===== src/common/sched_defines.svh =====
`ifndef SCHED_DEFINES_SVH
`define SCHED_DEFINES_SVH

// ========================================
// register file sizing
// ========================================
`define SCHED_ARCH_REGS 16
`define SCHED_PHYS_REGS 32
`define SCHED_PREG_W 5
`define SCHED_AREG_W 4

// wakeup ports from writeback
`define SCHED_WB_WIDTH 2

// issue queue depths
`define SCHED_ALU_IQ_DEPTH 4
`define SCHED_MISC_IQ_DEPTH 2

// running sequence number sent to the reorder buffer
`define SCHED_ROB_IDX_W 4

// ========================================
// exception codes
// ========================================
`define ECODE_INT 6'h00
`define ECODE_SYS 6'h0b
`define ECODE_BRK 6'h0c
`define ECODE_INE 6'h0d
`define ECODE_IPE 6'h0e

`endif


===== src/common/sched_pkg.sv =====
`include "sched_defines.svh"

package sched_pkg;

  typedef logic [`SCHED_PREG_W-1:0] preg_t;
  typedef logic [`SCHED_AREG_W-1:0] areg_t;
  typedef logic [`SCHED_ROB_IDX_W-1:0] rob_idx_t;

  typedef enum logic [3:0] {
    OP_ADD,
    OP_SUB,
    OP_AND,
    OP_OR,
    OP_BR,
    OP_CSR,
    OP_TLBINV,
    OP_SYSCALL,
    OP_BRK,
    OP_ILLEGAL
  } op_e;

  typedef enum logic [1:0] {
    UNIT_ALU,
    UNIT_MISC,
    UNIT_NONE
  } unit_e;

  // incoming instruction
  typedef struct packed {
    logic        valid;
    logic [15:0] pc;
    op_e         op;
    areg_t       arch_src0;
    areg_t       arch_src1;
    areg_t       arch_dest;
    logic [4:0]  imm;
  } sched_req_t;

  typedef struct packed {
    logic       valid;
    logic [5:0] ecode;
  } excp_t;

  // record for the reorder buffer
  typedef struct packed {
    logic        valid;
    rob_idx_t    rob_idx;
    logic [15:0] pc;
    areg_t       arch_dest;
    preg_t       preg;
    preg_t       old_preg;
    logic        old_preg_valid;
    excp_t       excp;
  } rob_alloc_t;

  typedef struct packed {
    logic [15:0] pc;
    op_e         op;
    logic [4:0]  imm;
    preg_t       psrc0;
    logic        src0_ready;
    preg_t       psrc1;
    logic        src1_ready;
    preg_t       pdest;
    logic        dest_valid;
    rob_idx_t    rob_idx;
  } iq_entry_t;

  typedef struct packed {
    logic        valid;
    logic [15:0] pc;
    op_e         op;
    logic [4:0]  imm;
    preg_t       psrc0;
    preg_t       psrc1;
    preg_t       pdest;
    logic        dest_valid;
    rob_idx_t    rob_idx;
  } issue_t;

  // wakeup bus
  typedef struct packed {
    logic  valid;
    preg_t preg;
  } wb_port_t;

  typedef struct packed {
    wb_port_t [`SCHED_WB_WIDTH-1:0] port;
  } wb_t;

  // true when any writeback port names this preg
  function automatic logic wb_hit(input wb_t wb, input preg_t preg);
    logic hit;
    hit = 1'b0;
    for (int i = 0; i < `SCHED_WB_WIDTH; i++) begin
      hit = hit | (wb.port[i].valid && (wb.port[i].preg == preg));
    end
    return hit;
  endfunction

endpackage


===== src/excp_check.sv =====
`timescale 1ns/1ps
`include "sched_defines.svh"

module excp_check import sched_pkg::*; (
  input  sched_req_t req_i,
  input  logic       csr_has_int_i,
  input  logic [1:0] csr_plv_i,
  output excp_t      excp_o,
  output unit_e      unit_o
);

  logic is_illegal;
  logic is_priv;
  logic is_sys;
  logic is_brk;

  // opcode decode and unit class
  always_comb begin
    is_illegal = 1'b0;
    is_priv    = 1'b0;
    is_sys     = 1'b0;
    is_brk     = 1'b0;
    unit_o     = UNIT_NONE;
    case (req_i.op)
      OP_ADD, OP_SUB, OP_AND, OP_OR: begin
        unit_o = UNIT_ALU;
      end
      OP_BR: begin
        unit_o = UNIT_MISC;
      end
      OP_CSR: begin
        unit_o  = UNIT_MISC;
        is_priv = 1'b1;
      end
      OP_TLBINV: begin
        unit_o     = UNIT_MISC;
        is_priv    = 1'b1;
        // invtlb op field only defines 0..6
        is_illegal = (req_i.imm > 5'd6);
      end
      OP_SYSCALL: begin
        is_sys = 1'b1;
      end
      OP_BRK: begin
        is_brk = 1'b1;
      end
      // OP_ILLEGAL and unused encodings
      default: begin
        is_illegal = 1'b1;
      end
    endcase
  end

  // priority INT > INE > IPE > SYS > BRK
  always_comb begin
    excp_o = '0;
    if (csr_has_int_i) begin
      excp_o.valid = 1'b1;
      excp_o.ecode = `ECODE_INT;
    end else if (is_illegal) begin
      excp_o.valid = 1'b1;
      excp_o.ecode = `ECODE_INE;
    end else if (is_priv && (csr_plv_i == 2'b11)) begin
      excp_o.valid = 1'b1;
      excp_o.ecode = `ECODE_IPE;
    end else if (is_sys) begin
      excp_o.valid = 1'b1;
      excp_o.ecode = `ECODE_SYS;
    end else if (is_brk) begin
      excp_o.valid = 1'b1;
      excp_o.ecode = `ECODE_BRK;
    end
  end

endmodule


===== src/rename/free_list.sv =====
`timescale 1ns/1ps
`include "sched_defines.svh"

module free_list (
  input  logic                     clk,
  input  logic                     rst_n,
  input  logic                     alloc_i,
  input  logic                     free_valid_i,
  input  logic [`SCHED_PREG_W-1:0] free_preg_i,
  output logic                     empty_o,
  output logic [`SCHED_PREG_W-1:0] preg_o
);

  // at most PHYS - ARCH registers are unmapped at any time
  localparam int FL_DEPTH = `SCHED_PHYS_REGS - `SCHED_ARCH_REGS;
  localparam int PTR_W    = $clog2(FL_DEPTH);
  localparam int CNT_W    = $clog2(FL_DEPTH + 1);

  logic [`SCHED_PREG_W-1:0] fifo_q [FL_DEPTH];
  logic [PTR_W-1:0]         head_q;
  logic [PTR_W-1:0]         tail_q;
  logic [CNT_W-1:0]         count_q;
  logic                     pop;

  assign empty_o = (count_q == '0);
  assign preg_o  = fifo_q[head_q];
  assign pop     = alloc_i && !empty_o;

  // pointers wrap naturally, depth is a power of two
  always_ff @(posedge clk or negedge rst_n) begin
    if (!rst_n) begin
      for (int i = 0; i < FL_DEPTH; i++) begin
        fifo_q[i] <= `SCHED_PREG_W'(`SCHED_ARCH_REGS + i);
      end
      head_q  <= '0;
      tail_q  <= '0;
      count_q <= CNT_W'(FL_DEPTH);
    end else begin
      if (pop) begin
        head_q <= head_q + 1'b1;
      end
      if (free_valid_i) begin
        fifo_q[tail_q] <= free_preg_i;
        tail_q         <= tail_q + 1'b1;
      end
      count_q <= count_q + CNT_W'(free_valid_i) - CNT_W'(pop);
    end
  end

endmodule


===== src/rename/alias_table.sv =====
`timescale 1ns/1ps
`include "sched_defines.svh"

module alias_table import sched_pkg::*; (
  input  logic  clk,
  input  logic  rst_n,
  input  areg_t src0_i,
  input  areg_t src1_i,
  input  areg_t dest_i,
  input  logic  write_i,
  input  preg_t preg_i,
  input  wb_t   wb_i,
  output preg_t psrc0_o,
  output preg_t psrc1_o,
  output logic  src0_ready_o,
  output logic  src1_ready_o,
  output preg_t old_preg_o
);

  preg_t                       map_q [`SCHED_ARCH_REGS];
  logic [`SCHED_PHYS_REGS-1:0] ready_q;

  // ========================================
  // lookup
  // ========================================
  assign psrc0_o    = map_q[src0_i];
  assign psrc1_o    = map_q[src1_i];
  assign old_preg_o = map_q[dest_i];

  // same-cycle wakeup counts as ready
  assign src0_ready_o = ready_q[psrc0_o] | wb_hit(wb_i, psrc0_o);
  assign src1_ready_o = ready_q[psrc1_o] | wb_hit(wb_i, psrc1_o);

  // ========================================
  // update
  // ========================================
  always_ff @(posedge clk or negedge rst_n) begin
    if (!rst_n) begin
      // identity map, everything ready
      for (int i = 0; i < `SCHED_ARCH_REGS; i++) begin
        map_q[i] <= preg_t'(i);
      end
      ready_q <= '1;
    end else begin
      for (int j = 0; j < `SCHED_WB_WIDTH; j++) begin
        if (wb_i.port[j].valid) begin
          ready_q[wb_i.port[j].preg] <= 1'b1;
        end
      end
      // new destination is not ready yet, overrides a wakeup
      if (write_i) begin
        map_q[dest_i]   <= preg_i;
        ready_q[preg_i] <= 1'b0;
      end
    end
  end

endmodule


===== src/rename/rename_stage.sv =====
`timescale 1ns/1ps

module rename_stage import sched_pkg::*; (
  input  logic       clk,
  input  logic       rst_n,
  input  sched_req_t req_i,
  output logic       ready_o,
  input  logic       csr_has_int_i,
  input  logic [1:0] csr_plv_i,
  input  logic       free_valid_i,
  input  preg_t      free_preg_i,
  input  wb_t        wb_i,
  output rob_alloc_t rob_alloc_o,
  input  logic       rob_ready_i,
  output logic       alu_wr_valid_o,
  input  logic       alu_wr_ready_i,
  output logic       misc_wr_valid_o,
  input  logic       misc_wr_ready_i,
  output iq_entry_t  iq_entry_o
);

  logic       stage_valid_q;
  sched_req_t stage_req_q;
  preg_t      stage_preg_q;
  rob_idx_t   stage_rob_idx_q;
  rob_idx_t   rob_idx_q;

  logic  fl_empty;
  preg_t fl_preg;
  logic  accept;
  logic  alloc;
  excp_t excp;
  unit_e unit;
  logic  dest_valid;
  logic  to_iq;
  logic  tgt_ready;
  logic  advance;
  logic  stage_free;

  preg_t at_psrc0;
  preg_t at_psrc1;
  logic  at_src0_ready;
  logic  at_src1_ready;
  preg_t at_old_preg;

  // ========================================
  // handshake and advance
  // ========================================
  assign dest_valid = (stage_req_q.arch_dest != '0);
  assign to_iq      = !excp.valid && (unit != UNIT_NONE);
  assign tgt_ready  = (unit == UNIT_ALU) ? alu_wr_ready_i : misc_wr_ready_i;
  assign advance    = stage_valid_q && rob_ready_i && (!to_iq || tgt_ready);
  assign stage_free = !stage_valid_q || advance;

  // free list gates even instructions without a destination
  assign ready_o = stage_free && !fl_empty;
  assign accept  = req_i.valid && ready_o;
  assign alloc   = accept && (req_i.arch_dest != '0);

  always_ff @(posedge clk or negedge rst_n) begin
    if (!rst_n) begin
      stage_valid_q <= 1'b0;
      rob_idx_q     <= '0;
    end else begin
      if (stage_free) begin
        stage_valid_q <= accept;
      end
      if (accept) begin
        rob_idx_q <= rob_idx_q + 1'b1;
      end
    end
  end

  always_ff @(posedge clk) begin
    if (accept) begin
      stage_req_q     <= req_i;
      stage_preg_q    <= fl_preg;
      stage_rob_idx_q <= rob_idx_q;
    end
  end

  // ========================================
  // checks, allocation and rename
  // ========================================
  excp_check i_excp_check (
    .req_i         (stage_req_q),
    .csr_has_int_i (csr_has_int_i),
    .csr_plv_i     (csr_plv_i),
    .excp_o        (excp),
    .unit_o        (unit)
  );

  free_list i_free_list (
    .clk          (clk),
    .rst_n        (rst_n),
    .alloc_i      (alloc),
    .free_valid_i (free_valid_i),
    .free_preg_i  (free_preg_i),
    .empty_o      (fl_empty),
    .preg_o       (fl_preg)
  );

  // map is written only when the record leaves the stage
  alias_table i_alias_table (
    .clk          (clk),
    .rst_n        (rst_n),
    .src0_i       (stage_req_q.arch_src0),
    .src1_i       (stage_req_q.arch_src1),
    .dest_i       (stage_req_q.arch_dest),
    .write_i      (advance && dest_valid),
    .preg_i       (stage_preg_q),
    .wb_i         (wb_i),
    .psrc0_o      (at_psrc0),
    .psrc1_o      (at_psrc1),
    .src0_ready_o (at_src0_ready),
    .src1_ready_o (at_src1_ready),
    .old_preg_o   (at_old_preg)
  );

  // ========================================
  // outputs
  // ========================================
  always_comb begin
    rob_alloc_o.valid          = stage_valid_q;
    rob_alloc_o.rob_idx        = stage_rob_idx_q;
    rob_alloc_o.pc             = stage_req_q.pc;
    rob_alloc_o.arch_dest      = stage_req_q.arch_dest;
    rob_alloc_o.preg           = dest_valid ? stage_preg_q : '0;
    rob_alloc_o.old_preg       = at_old_preg;
    rob_alloc_o.old_preg_valid = dest_valid;
    rob_alloc_o.excp           = excp;

    iq_entry_o.pc         = stage_req_q.pc;
    iq_entry_o.op         = stage_req_q.op;
    iq_entry_o.imm        = stage_req_q.imm;
    iq_entry_o.psrc0      = at_psrc0;
    iq_entry_o.src0_ready = at_src0_ready;
    iq_entry_o.psrc1      = at_psrc1;
    iq_entry_o.src1_ready = at_src1_ready;
    iq_entry_o.pdest      = dest_valid ? stage_preg_q : '0;
    iq_entry_o.dest_valid = dest_valid;
    iq_entry_o.rob_idx    = stage_rob_idx_q;
  end

  // enter a queue only together with the reorder buffer record
  assign alu_wr_valid_o  = stage_valid_q && rob_ready_i && to_iq && (unit == UNIT_ALU);
  assign misc_wr_valid_o = stage_valid_q && rob_ready_i && to_iq && (unit == UNIT_MISC);

endmodule


===== src/issue/issue_queue.sv =====
`timescale 1ns/1ps

module issue_queue import sched_pkg::*; #(
  parameter int DEPTH = 4
) (
  input  logic      clk,
  input  logic      rst_n,
  input  logic      wr_valid_i,
  output logic      wr_ready_o,
  input  iq_entry_t entry_i,
  input  wb_t       wb_i,
  output issue_t    issue_o,
  input  logic      issue_ready_i
);

  localparam int PTR_W = (DEPTH > 1) ? $clog2(DEPTH) : 1;
  localparam int CNT_W = $clog2(DEPTH + 1);

  iq_entry_t        entries_q [DEPTH];
  logic [PTR_W-1:0] head_q;
  logic [PTR_W-1:0] tail_q;
  logic [CNT_W-1:0] count_q;
  issue_t           issue_q;

  iq_entry_t wr_entry;
  iq_entry_t head_entry;
  logic      wr_fire;
  logic      head_rdy;
  logic      out_free;
  logic      pop;

  function automatic logic [PTR_W-1:0] ptr_inc(input logic [PTR_W-1:0] ptr);
    return (ptr == PTR_W'(DEPTH - 1)) ? '0 : ptr + 1'b1;
  endfunction

  // wakeup folded into the incoming entry and the head
  always_comb begin
    wr_entry            = entry_i;
    wr_entry.src0_ready = entry_i.src0_ready | wb_hit(wb_i, entry_i.psrc0);
    wr_entry.src1_ready = entry_i.src1_ready | wb_hit(wb_i, entry_i.psrc1);

    head_entry = entries_q[head_q];
    head_rdy   = (count_q != '0) &&
                 (head_entry.src0_ready || wb_hit(wb_i, head_entry.psrc0)) &&
                 (head_entry.src1_ready || wb_hit(wb_i, head_entry.psrc1));
  end

  assign wr_ready_o = (count_q != CNT_W'(DEPTH));
  assign wr_fire    = wr_valid_i && wr_ready_o;
  assign out_free   = !issue_q.valid || issue_ready_i;
  assign pop        = head_rdy && out_free;
  assign issue_o    = issue_q;

  // ========================================
  // storage with wakeup snoop
  // ========================================
  always_ff @(posedge clk) begin
    for (int i = 0; i < DEPTH; i++) begin
      if (wb_hit(wb_i, entries_q[i].psrc0)) begin
        entries_q[i].src0_ready <= 1'b1;
      end
      if (wb_hit(wb_i, entries_q[i].psrc1)) begin
        entries_q[i].src1_ready <= 1'b1;
      end
    end
    if (wr_fire) begin
      entries_q[tail_q] <= wr_entry;
    end
  end

  always_ff @(posedge clk or negedge rst_n) begin
    if (!rst_n) begin
      head_q  <= '0;
      tail_q  <= '0;
      count_q <= '0;
    end else begin
      if (wr_fire) begin
        tail_q <= ptr_inc(tail_q);
      end
      if (pop) begin
        head_q <= ptr_inc(head_q);
      end
      count_q <= count_q + CNT_W'(wr_fire) - CNT_W'(pop);
    end
  end

  // ========================================
  // issue output register
  // ========================================
  // holds while the unit is not ready
  always_ff @(posedge clk or negedge rst_n) begin
    if (!rst_n) begin
      issue_q <= '0;
    end else if (out_free) begin
      issue_q.valid <= pop;
      if (pop) begin
        issue_q.pc         <= head_entry.pc;
        issue_q.op         <= head_entry.op;
        issue_q.imm        <= head_entry.imm;
        issue_q.psrc0      <= head_entry.psrc0;
        issue_q.psrc1      <= head_entry.psrc1;
        issue_q.pdest      <= head_entry.pdest;
        issue_q.dest_valid <= head_entry.dest_valid;
        issue_q.rob_idx    <= head_entry.rob_idx;
      end
    end
  end

endmodule


===== src/sched_top.sv =====
`timescale 1ns/1ps
`include "sched_defines.svh"

module sched_top import sched_pkg::*; (
  input  logic       clk,
  input  logic       rst_n,
  input  sched_req_t sched_req_i,
  output logic       sched_ready_o,
  input  logic       csr_has_int_i,
  input  logic [1:0] csr_plv_i,
  input  logic       free_valid_i,
  input  preg_t      free_preg_i,
  input  wb_t        wb_i,
  output rob_alloc_t rob_alloc_o,
  input  logic       rob_ready_i,
  output issue_t     alu_issue_o,
  input  logic       alu_ready_i,
  output issue_t     misc_issue_o,
  input  logic       misc_ready_i
);

  iq_entry_t iq_entry;
  logic      alu_wr_valid;
  logic      alu_wr_ready;
  logic      misc_wr_valid;
  logic      misc_wr_ready;

  rename_stage i_rename_stage (
    .clk             (clk),
    .rst_n           (rst_n),
    .req_i           (sched_req_i),
    .ready_o         (sched_ready_o),
    .csr_has_int_i   (csr_has_int_i),
    .csr_plv_i       (csr_plv_i),
    .free_valid_i    (free_valid_i),
    .free_preg_i     (free_preg_i),
    .wb_i            (wb_i),
    .rob_alloc_o     (rob_alloc_o),
    .rob_ready_i     (rob_ready_i),
    .alu_wr_valid_o  (alu_wr_valid),
    .alu_wr_ready_i  (alu_wr_ready),
    .misc_wr_valid_o (misc_wr_valid),
    .misc_wr_ready_i (misc_wr_ready),
    .iq_entry_o      (iq_entry)
  );

  // both queues see the same entry, wr_valid picks one
  issue_queue #(
    .DEPTH (`SCHED_ALU_IQ_DEPTH)
  ) i_alu_iq (
    .clk           (clk),
    .rst_n         (rst_n),
    .wr_valid_i    (alu_wr_valid),
    .wr_ready_o    (alu_wr_ready),
    .entry_i       (iq_entry),
    .wb_i          (wb_i),
    .issue_o       (alu_issue_o),
    .issue_ready_i (alu_ready_i)
  );

  issue_queue #(
    .DEPTH (`SCHED_MISC_IQ_DEPTH)
  ) i_misc_iq (
    .clk           (clk),
    .rst_n         (rst_n),
    .wr_valid_i    (misc_wr_valid),
    .wr_ready_o    (misc_wr_ready),
    .entry_i       (iq_entry),
    .wb_i          (wb_i),
    .issue_o       (misc_issue_o),
    .issue_ready_i (misc_ready_i)
  );

endmodule


===== config.mk =====
export PLATFORM = sky130hd
export DESIGN_NAME = sched_top
export DESIGN_NICKNAME = d
export VERILOG_FILES = /design/src/common/sched_pkg.sv /design/src/excp_check.sv /design/src/rename/free_list.sv /design/src/rename/alias_table.sv /design/src/rename/rename_stage.sv /design/src/issue/issue_queue.sv /design/src/sched_top.sv
export VERILOG_INCLUDE_DIRS = /design/src /design/src/common
export SDC_FILE = /design/constraint.sdc
export NUM_CORES = 1
export LEC_CHECK = 0
export BUFFER_PORTS_ARGS = -buffer_cell sky130_fd_sc_hd__clkbuf_2
export CAP_MARGIN = 30
export CORE_ASPECT_RATIO = 1.2
export CORE_UTILIZATION = 55
export DETAILED_ROUTE_END_ITERATION = 12
export PLACE_DENSITY = 0.83
export REMOVE_ABC_BUFFERS = 1
export SLEW_MARGIN = 20
export SYNTH_ARGS = -nofsm -noshare
export SYNTH_HDL_FRONTEND = slang
export SYNTH_SLANG_ARGS = --single-unit
export TNS_END_PERCENT = 50

===== constraint.sdc =====
create_clock -name clk -period 14.1 [get_ports clk]
set_clock_uncertainty 0.05 [all_clocks]
set_input_delay 2.115 -clock clk [delete_from_list [all_inputs] [get_ports clk]]
set_output_delay 2.115 -clock clk [all_outputs]
set_load 0.01 [all_outputs]

==> summary.md <==
| Metric | Value |
|---|---|
| Vertical die dimension | 259 um |
| Maximum net fanout on the critical path | 7 |
| Die Span X | 216 um |
| Sequential cell area fraction in the yosys report | 58.5% |
| Type of element launching the critical path | input pin |
| Area occupied by registers | 0.0177 mm^2 |
| Post-CTS setup buffer count | 0 |
| Buffer cell driving the clock tree root | clkbuf_16 |
| Tightest hold margin | 0.375 ns |
| CP peak stage delay | 0.35 ns |
| Count of yosys warnings during synthesis | 0 |
| Leading post-synthesis cells by cell area | edfxtp_1 31%, dfrtp_1 17%, dfstp_2 9.8%, mux4_2 8.7%, mux2_2 7.5% |
| Status | finished, final reports clean |
| Top cell type by total area after synthesis | edfxtp_1 |
| Post-detailed-route DRC marker count | 0 |
| Clock latency at the later pin of the worst-skew pair | approximately 0.63 ns |
| Number of filler cells placed in the layout | 3807 |
| Commonest cells in the netlist | 316 x edfxtp_1, 203 x mux2_2, 200 x dfrtp_1 |
| Combined area of the multi-input logic cells | about 0.012 mm^2 |
| Wirelength, routed | ~80000 um |
| Area overhead of the layout relative to synthesis | 12.5% |
| Top-count cell post-synth | edfxtp_1 |
| Pin count of the biggest net entering global routing | 110 |
| Post-synthesis average cell area | about 15 um^2 |
| CTS buffer count | 66 |
| Async SR Flop Fraction | 48.8% |
| CTS tree | done |
| Critical Path Slowest Stage Cell | o221a_2 |
| Count of H-tree levels built during CTS | 3 |
| Category of the worst setup path capture point | output pin |
| Violation count after the first detailed-route iteration | roughly 1800 |
| Period Utilization, post-route | between 40% and 50% |
| Clk buf depth | 3 |
| Post-CTS resize count | 0 |
| Number of nets in the layout | approximately 2300 |
| CTS Hold Buffers Added | 0 |
| Number of detailed-routing iterations run before antenna repair | 5 |
| Sum of negative setup slack | 0 ns |
| Full die area | 0.0560 mm^2 |
| Routed via count | between 15000 and 20000 |
| Peak ir drop on the vdd network | 0.138 mV |
| CTS Sinks | between 600 and 700 |
| P per Cell Area | about 230 mW/mm^2 |
| RSZ-0062 raised after global routing | no |
| HPWL after detailed placement | 50400 um |
| Antenna cell count | 0 |
| Cells along the critical path | clkbuf_2 -> nand2_1 -> a21boi_1 -> o221a_2 -> o41ai_2 -> buf_4 -> a21oi_1 -> clkbuf_2 |
| Placeable Area | 0.0540 mm^2 |
| Critical path class | in2out |
| Arrival time reported for the critical path endpoint | 3.64 ns |
| RD Place Congestion | 0.893 |
| First-pass GRT wire length | approximately 120000 um |
| Highest clock rate | around 170 MHz |
| Post-synthesis register bit count | around 640 |
| Synth Cell Area | a little over 0.03 mm^2 |
| R2r worst-path depth | 15 |
| Number of vias per cell after detailed routing | between 6 and 7 |
| Overflow left after global routing | 0 |
| # port buffers | between 150 and 200 |
| Average wire length per cell after detail routing | 26.2 um |
| Setup-violating endpoint count in the final report | 0 |
| Tot GR Track Use | 28.4% |
| Path class of the lowest-slack min-delay path | reg2reg |
| Number of synthesized flops with an enable pin | ~320 |
| Cells after synthesis | between 2000 and 2500 |
| Number of distinct library cells after synthesis | 75 |
| Hold violation total from the final report | 0 |
| Count of maximum capacitance violations | 0 |
| Fraction of layout cells with a size suffix above 1 | 35.0% |
| Minimum period implied by the final worst setup slack | around 5.8 ns |
| CTS clock-pin slew for the worst setup and hold paths | ~0.05 ns |
| Pin slew with the least headroom to its limit | between 1 and 1.5 ns |
| Lkg Pwr | approximately 13 nW |
| Data required time at the worst endpoint | 11.94 ns |
| Most frequently used flop master after synthesis | edfxtp_1 |
| # IOs | 200 |
| Worst hold path stage count | 0 |
| Initial standard-cell utilization of the core | a little under three fifths |
| Most numerous cell on the critical path | clkbuf_2 |
| Count of antenna-violating nets left after detailed routing | 0 |
| Top cell type's share of synthesized area | approximately a third |
| Number of antenna violations at the first check in global routing | 0 |
| Pins over their slew limit | 0 |
| Worst max-slew margin expressed relative to the limit | a little under a third |
| Number of global-route vias before repair | around 20000 |
| Std-Cell Rows | 93 |
state kept, by name, indices dropped and copies added (netlist names), 2 cells and up:
name,cells
i_alu_iq.entries_q,188
i_misc_iq.entries_q,94
i_rename_stage.i_alias_table.map_q,80
i_rename_stage.i_free_list.fifo_q,80
i_alu_iq.issue_o,46
i_misc_iq.issue_o,46
i_rename_stage.i_alias_table.ready_q,32
i_rename_stage.iq_entry_o,25
i_rename_stage.stage_req_q,8
i_rename_stage.i_free_list.count_q,5
i_rename_stage.stage_preg_q,5
i_rename_stage.i_free_list.head_q,4
i_rename_stage.i_free_list.tail_q,4
i_rename_stage.rob_alloc_o,4
i_rename_stage.rob_idx_q,4
i_rename_stage.stage_rob_idx_q,4
i_alu_iq.count_q,3
i_alu_iq.head_q,2
i_alu_iq.tail_q,2
i_misc_iq.count_q,2
layout make-up:
cell class                 count  area share [%]
sequential                   641            52.0
multi-input combinational   1243            34.4
clock buffer                  84            5.14
timing repair buffer         242            4.05
tap                          712            2.62
clock inverter                37            1.34
inverter                      43           0.474
worst max-delay path: cells and delay by family:
| family | cells | cell delay, ns |
|---|---|---|
| and+or+nand+nor | 1 | 0.10 |
| AOI/OAI and AO/OA | 4 | 0.90 |
| buffers and inverters | 3 | 0.52 |
cell families after synthesis:
logic type,count (synthesis),share of synthesized area [%]
flip-flops,641,58.5
multiplexers,463,21.0
AND/OR/NAND/NOR,318,5.30
AO/OA/AOI/OAI,239,5.41
buffers and inverters,203,3.07
XOR/XNOR,198,5.73
adder cells (fa/ha/maj),23,1.00
other,1,0.0124
placed cells by master, fill, tap and decap left out, drive strengths merged, types with 47 or more instances in the layout:
cell | synthesis | final
edfxtp | 316 | 316
clkbuf | 88 | 281
mux2 | 216 | 216
dfrtp | 200 | 200
mux2i | 130 | 130
mux4 | 117 | 117
dfstp | 113 | 113
xnor2 | 107 | 107
nand2 | 102 | 102
xor2 | 91 | 91
o21ai | 62 | 62
inv | 43 | 47
worst paths after layout:
| path | from | end | slack, ns |
|---|---|---|---|
| max | csr_plv_i[0] | sched_ready_o | 8.30 |
| min | i_rename_stage.i_alias_table.map_q[76] | i_rename_stage.i_alias_table.map_q[76] | 0.37 |
| max reg2reg | i_alu_iq.head_q[0] | i_alu_iq.count_q[2] | 9.47 |
| min reg2reg | i_rename_stage.i_alias_table.map_q[76] | i_rename_stage.i_alias_table.map_q[76] | 0.37 |
| max in group asynchronous | rst_n | i_rename_stage.i_alias_table.map_q[54] | 10.20 |
| min in group asynchronous | rst_n | i_misc_iq.issue_o[34] | 1.48 |
metrics by stage:
stage               cells  power [mW]  area [um^2]  util, %  worst slack [ns]
CTS                  2996        7.68        34000     62.9              8.33
floorplan            1927        4.89        29500        -              6.81
finish               3002        7.68        34100     63.1              8.30
detailed placement   2875        5.89        31800     58.8              8.36
global placement     2871        5.75        31700     58.8              8.44
global route         3002        8.03        34100     63.1              8.30
power by group:
group	internal, mW	total (mW)	switching [mW]
registers	2.66	3.14	0.476
clock network	1.01	1.76	0.754
logic	1.27	2.78	1.51
total	4.94	7.68	2.74
routing by layer:
layer  global-route usage, %  up-vias  share of wire, %  wire, um
li1                        -     8160                 -         -
met1                    35.6     9825                38     29700
met2                    47.9     1036                50     39700
met3                    5.61      204               8.2      6480
met4                    12.6        0               3.6      2870
met5                       0        -                 0         0
Power figures use the tool's default switching activity.
